## config.mk

```make
export PLATFORM = sky130hd
export DESIGN_NAME = fetch_unit
export DESIGN_NICKNAME = d
export VERILOG_FILES = /design/src/fetch_pkg.sv /design/src/insn_fifo.sv /design/src/prefetch.sv /design/src/fetch_unit.sv
export VERILOG_INCLUDE_DIRS = /design/src /design/src/src
export SDC_FILE = /design/constraint.sdc
export NUM_CORES = 1
export LEC_CHECK = 0
export BUFFER_PORTS_ARGS = -buffer_cell sky130_fd_sc_hd__buf_2
export CORE_MARGIN = 2
export CORE_UTILIZATION = 63
export CTS_CLUSTER_DIAMETER = 50
export DETAILED_ROUTE_END_ITERATION = 6
export PLACE_DENSITY = 0.91
export SLEW_MARGIN = 5
export SYNTH_ARGS = -nofsm -noshare
export SYNTH_HDL_FRONTEND = slang
export SYNTH_SLANG_ARGS = --single-unit
```

## constraint.sdc

```tcl
create_clock -name clk -period 10.5 [get_ports clk]
set_input_delay 0.525 -clock clk [delete_from_list [all_inputs] [get_ports clk]]
set_output_delay 0.525 -clock clk [all_outputs]
set_load 0.02 [all_outputs]
```

## src/fetch_defines.svh

```systemverilog
`ifndef FETCH_DEFINES_SVH
`define FETCH_DEFINES_SVH

// Number of byte entries held in the instruction stream FIFO
`define FETCH_FIFO_DEPTH 6

// The FIFO reports full two entries before it really is full.
// A word read that has already been issued can still deliver two bytes
// after the prefetcher has seen full, so those two slots must stay free
`define FETCH_FIFO_FULL_THRESHOLD (`FETCH_FIFO_DEPTH - 2)

// Code segment loaded at reset, the offset resets to zero
`define FETCH_RESET_CS 16'hffff

`endif

```

## src/fetch_pkg.sv

```systemverilog
`default_nettype none

// Vector types shared between the fetch front end and its environment
package fetch_pkg;

    // Segment register value, shifted left by four to form a base address
    typedef logic [15:0] seg_t;

    // Offset within the code segment, wraps at 16 bits
    typedef logic [15:0] offset_t;

    // Address of a 16-bit memory word.
    // This is bits 19:1 of the 20-bit physical address
    typedef logic [19:1] word_addr_t;

    // Data word returned by the memory bus
    typedef logic [15:0] mem_word_t;

    // One byte of the instruction stream
    typedef logic [7:0] insn_byte_t;

endpackage

`default_nettype wire

```

## src/insn_fifo.sv

```systemverilog
`default_nettype none
`timescale 1ns/1ps

`include "fetch_defines.svh"

// Instruction stream FIFO
//
// Circular byte buffer between the prefetcher and the decoder. The head
// entry is always on rd_data while empty is low, a read moves to the next
// entry on the clock edge. Flush drops everything in one cycle and wins
// over a write in the same cycle
module insn_fifo #(
    parameter int depth = `FETCH_FIFO_DEPTH
) (
    input  logic                  clk,
    input  logic                  reset,
    input  logic                  flush,

    // Write side from the prefetcher
    input  logic                  wr_en,
    input  fetch_pkg::insn_byte_t wr_data,

    // Read side to the consumer
    input  logic                  rd_en,
    output fetch_pkg::insn_byte_t rd_data,
    output logic                  empty,
    output logic                  full
);

    localparam int ptr_w = (depth > 1) ? $clog2(depth) : 1;
    localparam int count_w = $clog2(depth + 1);

    typedef logic [ptr_w-1:0] ptr_t;
    typedef logic [count_w-1:0] count_t;

    fetch_pkg::insn_byte_t mem [depth];

    ptr_t   rd_ptr;
    ptr_t   wr_ptr;
    count_t count;

    logic   push;
    logic   pop;

    // Depth need not be a power of two, so pointers wrap by compare
    function automatic ptr_t ptr_inc(input ptr_t ptr);
        return (ptr == ptr_t'(depth - 1)) ? '0 : ptr + 1'b1;
    endfunction

    // A write into a completely full buffer would overwrite the head
    assign push = wr_en && (count != count_t'(depth));
    assign pop = rd_en && !empty;

    assign rd_data = mem[rd_ptr];
    assign empty = (count == '0);

    // Raised early so that a word already being fetched still fits
    assign full = (count >= count_t'(`FETCH_FIFO_FULL_THRESHOLD));

    always_ff @(posedge clk or posedge reset) begin
        if (reset) begin
            rd_ptr <= '0;
            wr_ptr <= '0;
            count <= '0;
        end else if (flush) begin
            rd_ptr <= '0;
            wr_ptr <= '0;
            count <= '0;
        end else begin
            if (push) begin
                wr_ptr <= ptr_inc(wr_ptr);
            end
            if (pop) begin
                rd_ptr <= ptr_inc(rd_ptr);
            end

            // Simultaneous push and pop leave the occupancy where it is
            case ({push, pop})
                2'b10:   count <= count + 1'b1;
                2'b01:   count <= count - 1'b1;
                default: count <= count;
            endcase
        end
    end

    // Storage
    always_ff @(posedge clk) begin
        if (push && !flush) begin
            mem[wr_ptr] <= wr_data;
        end
    end

endmodule

`default_nettype wire

```

## src/prefetch.sv

```systemverilog
`default_nettype none
`timescale 1ns/1ps

`include "fetch_defines.svh"

// Instruction prefetcher
//
// Holds the current CS and the offset of the next byte to be pushed into
// the instruction stream FIFO. Words are read from memory one at a time and
// split into bytes, the low byte goes out in the acknowledge cycle and the
// high byte in the cycle after. A fetch starting at an odd offset only
// delivers the high byte of its word.
//
// Loading a new CS:IP always flushes the FIFO. If a read is outstanding at
// that time the new address is parked and the read is marked as aborted,
// its data is thrown away when it completes and the FIFO is flushed again
module prefetch (
    input  logic                  clk,
    input  logic                  reset,

    // New CS:IP from the execution side, valid with the load strobe
    input  fetch_pkg::seg_t       new_cs,
    input  fetch_pkg::offset_t    new_ip,
    input  logic                  load_new_ip,

    // Write side of the instruction stream FIFO
    output logic                  fifo_wr_en,
    output fetch_pkg::insn_byte_t fifo_wr_data,
    output logic                  fifo_flush,
    input  logic                  fifo_full,

    // Memory read port
    output logic                  mem_access,
    input  logic                  mem_ack,
    output fetch_pkg::word_addr_t mem_address,
    input  fetch_pkg::mem_word_t  mem_data
);

    // Idle waits for FIFO space, wait has a read on the bus and second
    // pushes the saved high byte of an even-aligned word
    typedef enum logic [1:0] {
        FETCH_IDLE,
        FETCH_WAIT,
        FETCH_SECOND
    } fetch_state_t;

    fetch_state_t          state_q;
    fetch_state_t          state_d;

    // Current code segment and offset of the next byte to write
    fetch_pkg::seg_t       cs_q;
    fetch_pkg::seg_t       cs_d;
    fetch_pkg::offset_t    ip_q;
    fetch_pkg::offset_t    ip_d;
    fetch_pkg::offset_t    ip_plus_one;

    // Set while the outstanding read belongs to a stream that was replaced
    logic                  abort_q;
    logic                  abort_d;

    // Most recent CS:IP load, used when an aborted read completes
    fetch_pkg::seg_t       saved_cs;
    fetch_pkg::offset_t    saved_ip;

    // High half of the last word, written in the cycle after the ack
    fetch_pkg::insn_byte_t high_byte;

    fetch_pkg::word_addr_t addr_d;

    logic                  ack_write;
    logic                  take_new;
    logic                  defer_new;
    logic                  abort_done;
    logic                  redirect;
    logic                  byte_write;
    fetch_pkg::seg_t       redirect_cs;
    fetch_pkg::offset_t    redirect_ip;

    // Word address of CS:IP, the segment base is always even so the
    // offset's bit 0 only selects the byte lane
    function automatic fetch_pkg::word_addr_t word_addr(input fetch_pkg::seg_t seg,
                                                        input fetch_pkg::offset_t off);
        return {seg, 3'b000} + {4'b0000, off[15:1]};
    endfunction

    // The request drops in the ack cycle so it never looks like a new read
    assign mem_access = (state_q == FETCH_WAIT) && !mem_ack;

    assign ack_write = (state_q == FETCH_WAIT) && mem_ack;

    // With nothing in flight a load takes effect straight away.
    // An ack in the same cycle ends the read, so that counts as not in flight
    assign take_new = load_new_ip && !mem_access;
    assign defer_new = load_new_ip && mem_access;
    assign abort_done = abort_q && ack_write;
    assign redirect = take_new || abort_done;

    // A load in the same cycle as the aborted ack is newer than the parked one
    assign redirect_cs = load_new_ip ? new_cs : saved_cs;
    assign redirect_ip = load_new_ip ? new_ip : saved_ip;

    // Bytes are only pushed for the live stream
    assign byte_write = !redirect && (ack_write || state_q == FETCH_SECOND);

    assign fifo_wr_en = byte_write;
    assign fifo_flush = load_new_ip || abort_done;

    // Odd offsets take the upper lane of the word on the bus
    assign fifo_wr_data = (state_q == FETCH_SECOND) ? high_byte :
                          ip_q[0] ? mem_data[15:8] : mem_data[7:0];

    // Offset arithmetic stays inside the segment
    assign ip_plus_one = ip_q + 16'd1;

    always_comb begin
        state_d = state_q;
        cs_d = cs_q;
        ip_d = ip_q;
        abort_d = abort_q;
        addr_d = mem_address;

        if (redirect) begin
            // The FIFO is flushed in this cycle so a new read can start at once
            state_d = FETCH_WAIT;
            cs_d = redirect_cs;
            ip_d = redirect_ip;
            abort_d = 1'b0;
            addr_d = word_addr(redirect_cs, redirect_ip);
        end else if (defer_new) begin
            abort_d = 1'b1;
        end else if (byte_write) begin
            ip_d = ip_plus_one;
            if (ack_write && !ip_q[0]) begin
                state_d = FETCH_SECOND;
            end else if (!fifo_full) begin
                // Last byte of the word, the next read follows directly
                state_d = FETCH_WAIT;
                addr_d = word_addr(cs_q, ip_plus_one);
            end else begin
                state_d = FETCH_IDLE;
            end
        end else if (state_q == FETCH_IDLE && !fifo_full) begin
            state_d = FETCH_WAIT;
            addr_d = word_addr(cs_q, ip_q);
        end
    end

    always_ff @(posedge clk or posedge reset) begin
        if (reset) begin
            state_q <= FETCH_IDLE;
            cs_q <= `FETCH_RESET_CS;
            ip_q <= '0;
            abort_q <= 1'b0;
        end else begin
            state_q <= state_d;
            cs_q <= cs_d;
            ip_q <= ip_d;
            abort_q <= abort_d;
        end
    end

    // Only changes on entry to the wait state, so it holds for the whole read
    always_ff @(posedge clk) begin
        mem_address <= addr_d;
    end

    always_ff @(posedge clk) begin
        if (load_new_ip) begin
            saved_cs <= new_cs;
            saved_ip <= new_ip;
        end
    end

    always_ff @(posedge clk) begin
        if (ack_write) begin
            high_byte <= mem_data[15:8];
        end
    end

endmodule

`default_nettype wire

```

## src/fetch_unit.sv

```systemverilog
`default_nettype none
`timescale 1ns/1ps

// Instruction fetch front end
//
// The prefetcher reads words over the memory port and feeds bytes into
// the instruction stream FIFO, the consumer pops them from the read side
module fetch_unit (
    input  logic                  clk,
    input  logic                  reset,

    // Branch target
    input  fetch_pkg::seg_t       new_cs,
    input  fetch_pkg::offset_t    new_ip,
    input  logic                  load_new_ip,

    // Memory bus
    output logic                  mem_access,
    input  logic                  mem_ack,
    output fetch_pkg::word_addr_t mem_address,
    input  fetch_pkg::mem_word_t  mem_data,

    // Byte stream to the consumer
    input  logic                  rd_en,
    output fetch_pkg::insn_byte_t rd_data,
    output logic                  empty
);

    // Prefetcher to FIFO write port
    logic                  fifo_wr_en;
    fetch_pkg::insn_byte_t fifo_wr_data;
    logic                  fifo_flush;
    logic                  fifo_full;

    prefetch u_prefetch (
        .clk          (clk),
        .reset        (reset),
        .new_cs       (new_cs),
        .new_ip       (new_ip),
        .load_new_ip  (load_new_ip),
        .fifo_wr_en   (fifo_wr_en),
        .fifo_wr_data (fifo_wr_data),
        .fifo_flush   (fifo_flush),
        .fifo_full    (fifo_full),
        .mem_access   (mem_access),
        .mem_ack      (mem_ack),
        .mem_address  (mem_address),
        .mem_data     (mem_data)
    );

    // Depth comes from the default, which follows the shared define
    insn_fifo u_fifo (
        .clk     (clk),
        .reset   (reset),
        .flush   (fifo_flush),
        .wr_en   (fifo_wr_en),
        .wr_data (fifo_wr_data),
        .rd_en   (rd_en),
        .rd_data (rd_data),
        .empty   (empty),
        .full    (fifo_full)
    );

endmodule

`default_nettype wire

```

==> run metrics <==
DR top layer met4; CP required 10.69 ns; top post-synthesis cells by area edfxtp_1 30%, dfrtp_1 9.3%, dfxtp_1 8.5%, dfstp_2 5.6%, ha_1 4.7%; antenna violations before repair 0; DRC Markers 4; internal power 1523 uW; Post-CTS Setup Bufs 0; Mapped Avg Cell Area 11.73 um^2; fin crit share 43.82%; I/O pin count 82; EDFF count, synth 75; #FFs+latches synth 151; commonest non-fill, non-tap cells in the layout 81 x buf_2, 75 x edfxtp_1, 59 x nand2_1, 43 x nor2_1, 41 x a21oi_1; Startpoint Class flop; Synthesis Warnings 0; Hold Vio Cnt, Final 0; clock tree sinks 151; DR vias 5393; Reg area 4014 um^2; crit path from u_prefetch.state_q[1]; hold crit path type primary input to async pin; register area share after synthesis 53.46%; gr usage total 26.81%; most common cell after layout, fill and taps aside buf_2; fin crit period 4.601 ns; LEAKAGE 0.003483 uW; P per Cell Area 286.8 nW/um^2; WL met3 873 um; share of layout cells above drive strength 1 24.73%; Synthesized Nets 724; Seq pwr share 38.6%; clock latency on the worst-skew pair 0.43 ns; buffer depth of the longest clock path 2; CTS tree yes; Initial Utilization 65.20%; wire length on met1 6599 um; reg2reg start u_prefetch.state_q[1]; Post-Syn Instances 640; Pre-antenna DRT Iters 7; setup TNS 0 ns; Ant. Diodes 0; Final ANT Viol Nets 0; pre-CTS setup slack 6.144 ns; cts hold-fix bufs 0; first-pass GRT wire length 26590 um; critical-path maximum fanout 18; largest net degree at the start of global routing 48; clk_skew 0.007789 ns; Max Cap Viol 0; synth unique cells 61; footprint of the multi-input gates 3328 um^2; power share of the combinational group 38.4%; Filler cells 732; final WL 16490 um; status complete, but fails checks; CTS root buf clkbuf_16; vias in the first global route 5576; Worst-path clk slew 0.06 ns; final setup fails 0; area grow syn2layout 14.23%; die width 113.2 um; Mapped Area 7508 um^2; drt wl/cell 18.85 um; H-tree depth 4; post-synth top area cell edfxtp_1; input/output buffers 81; failing checks DRC; Critical Path AT 4.79 ns; Max-slew headroom 16.60%; Setup CP Type flop to flop; CTS buffer count 17; Overflow after GRT 0; Die Y-Extent 113.2 um; Yosys top cell area share 30.00%; final net count 803; core area 11520 um^2; met2 WL 8529 um; type of destination of the critical path flop; FMAX 0.2173 GHz; Fin Hold WS 0.2253 ns; NetSw 936.8 uW; Top FF cell, synth edfxtp_1; post-cts resize count 0; die area 12810 um^2; Detail Placement HPWL 11510 um; ys async rst share 29.14%; switching share of total power 38.08%; unrepaired setup endpoints after global routing no; Clock power frac 23.0%; via/cell ratio 6.163; routability cong. 0.8640; Worst-Margin Slew 1.241 ns; VDD IR-drop max 0.0002063 V; Layout Utilization 74.48%; Row Count 39; total power 2460 uW; max-slew violations 0; Starting DRT DRC Count 387; Final WS setup 5.899 ns
==> flip-flops by register name, indices dropped and copies added, names as in the netlist <==
| name | flops |
|---|---|
| u_prefetch.state_q | 2 |
| u_fifo.mem | 48 |
| u_fifo.rd_ptr | 3 |
| u_prefetch.saved_cs | 16 |
| u_fifo.wr_ptr | 3 |
| u_prefetch.abort_q | 1 |
| u_prefetch.ip_q | 16 |
| u_prefetch.saved_ip | 16 |
| u_prefetch.mem_address | 19 |
| u_prefetch.cs_q | 16 |
| u_prefetch.high_byte | 8 |
| u_fifo.count | 3 |
==> worst max-delay path, cell delays in order, from the launching register on <==
cell       delay, ns
dfrtp_1         0.45
nor2b_1         0.88
a21oi_1         0.24
nor2_2          0.37
nand4_1         0.30
nor2_1          0.22
xor2_1          0.26
ha_1            0.29
a21oi_1         0.15
o211ai_1        0.18
o2111ai_1       0.32
nand3b_1        0.16
o311a_1         0.32
a32o_1          0.22
==> synth_stat cells, drive strengths merged (3+ instances only) <==
master and instances:
edfxtp 75, nand2 59, nor2 44, o21ai 42, a21oi 41, mux2 40, dfxtp 32, xnor2 31
dfrtp 28, ha 28, mux2i 27, xor2 19, inv 18, dfstp 16, clkbuf 14, buf 12
a21o 9, and3 9, mux4 8, nand4 8, nand2b 7, nor3 7, or3 7, a311oi 5
nand3 5, nor2b 5, o211ai 4, o21a 4, fa 3, o21bai 3, o22ai 3, o31ai 3
==> through the flow <==
step           instance area (um^2)  std cells
3_3_place_gp                   8031        843
4_1_cts                        8577        875
3_5_place_dp                   8031        843
6_report                       8577        875
2_1_floorplan                  7508        640
5_1_grt                        8577        875
==> routing by layer <==
metal / vias to the layer above / track usage (%)
li1: 2492 / -
met1: 2615 / 31.31
met2: 230 / 46.99
met3: 56 / 6.320
met4: 0 / 12.28
met5: - / 0
==> final timing paths <==
kind	endpoint	slack, ns	cells after the start
max	u_prefetch.mem_address[17]	5.90	13
min reg2reg	u_prefetch.saved_ip[1]	0.48	1
max reg2reg	u_prefetch.mem_address[17]	5.90	13
min	u_fifo.rd_ptr[0]	0.23	3
max in group asynchronous	u_prefetch.ip_q[12]	9.87	3
min in group clk	u_prefetch.high_byte[6]	0.29	1
==> cell families (layout without fill, tap and decap cells) <==
family                   Yosys count  count (layout)  synth area share [%]
buffers and inverters             44             136                 2.366
flip-flops                       151             151                 53.46
XOR/XNOR                          50              50                 5.832
AO/OA/AOI/OAI                    132             132                 11.01
multiplexers                      75              75                 12.00
adder cells (fa/ha/maj)           31              31                 5.466
AND/OR/NAND/NOR                  157             157                 9.865
==> power by group through the flow <==
stage                     Combinational [uW]  Clock [uW]  Sequential [uW]
final                                    945         565              951
after global routing                    1020         597              963
after CTS                                932         569              946
after detailed placement                 917           0              955
after global placement                   873           0              946
after floorplan                          666           0              955
==> final cells by class <==
cell class | instances | share of cell area [%]
clock buffer | 17 | 4.960
clock inverter | 15 | 1.400
inverter | 18 | 0.7877
multi-input combinational | 445 | 38.80
sequential | 151 | 46.80
tap | 143 | 2.086
timing repair buffer | 86 | 5.164
(Power assumes the default switching activity.)
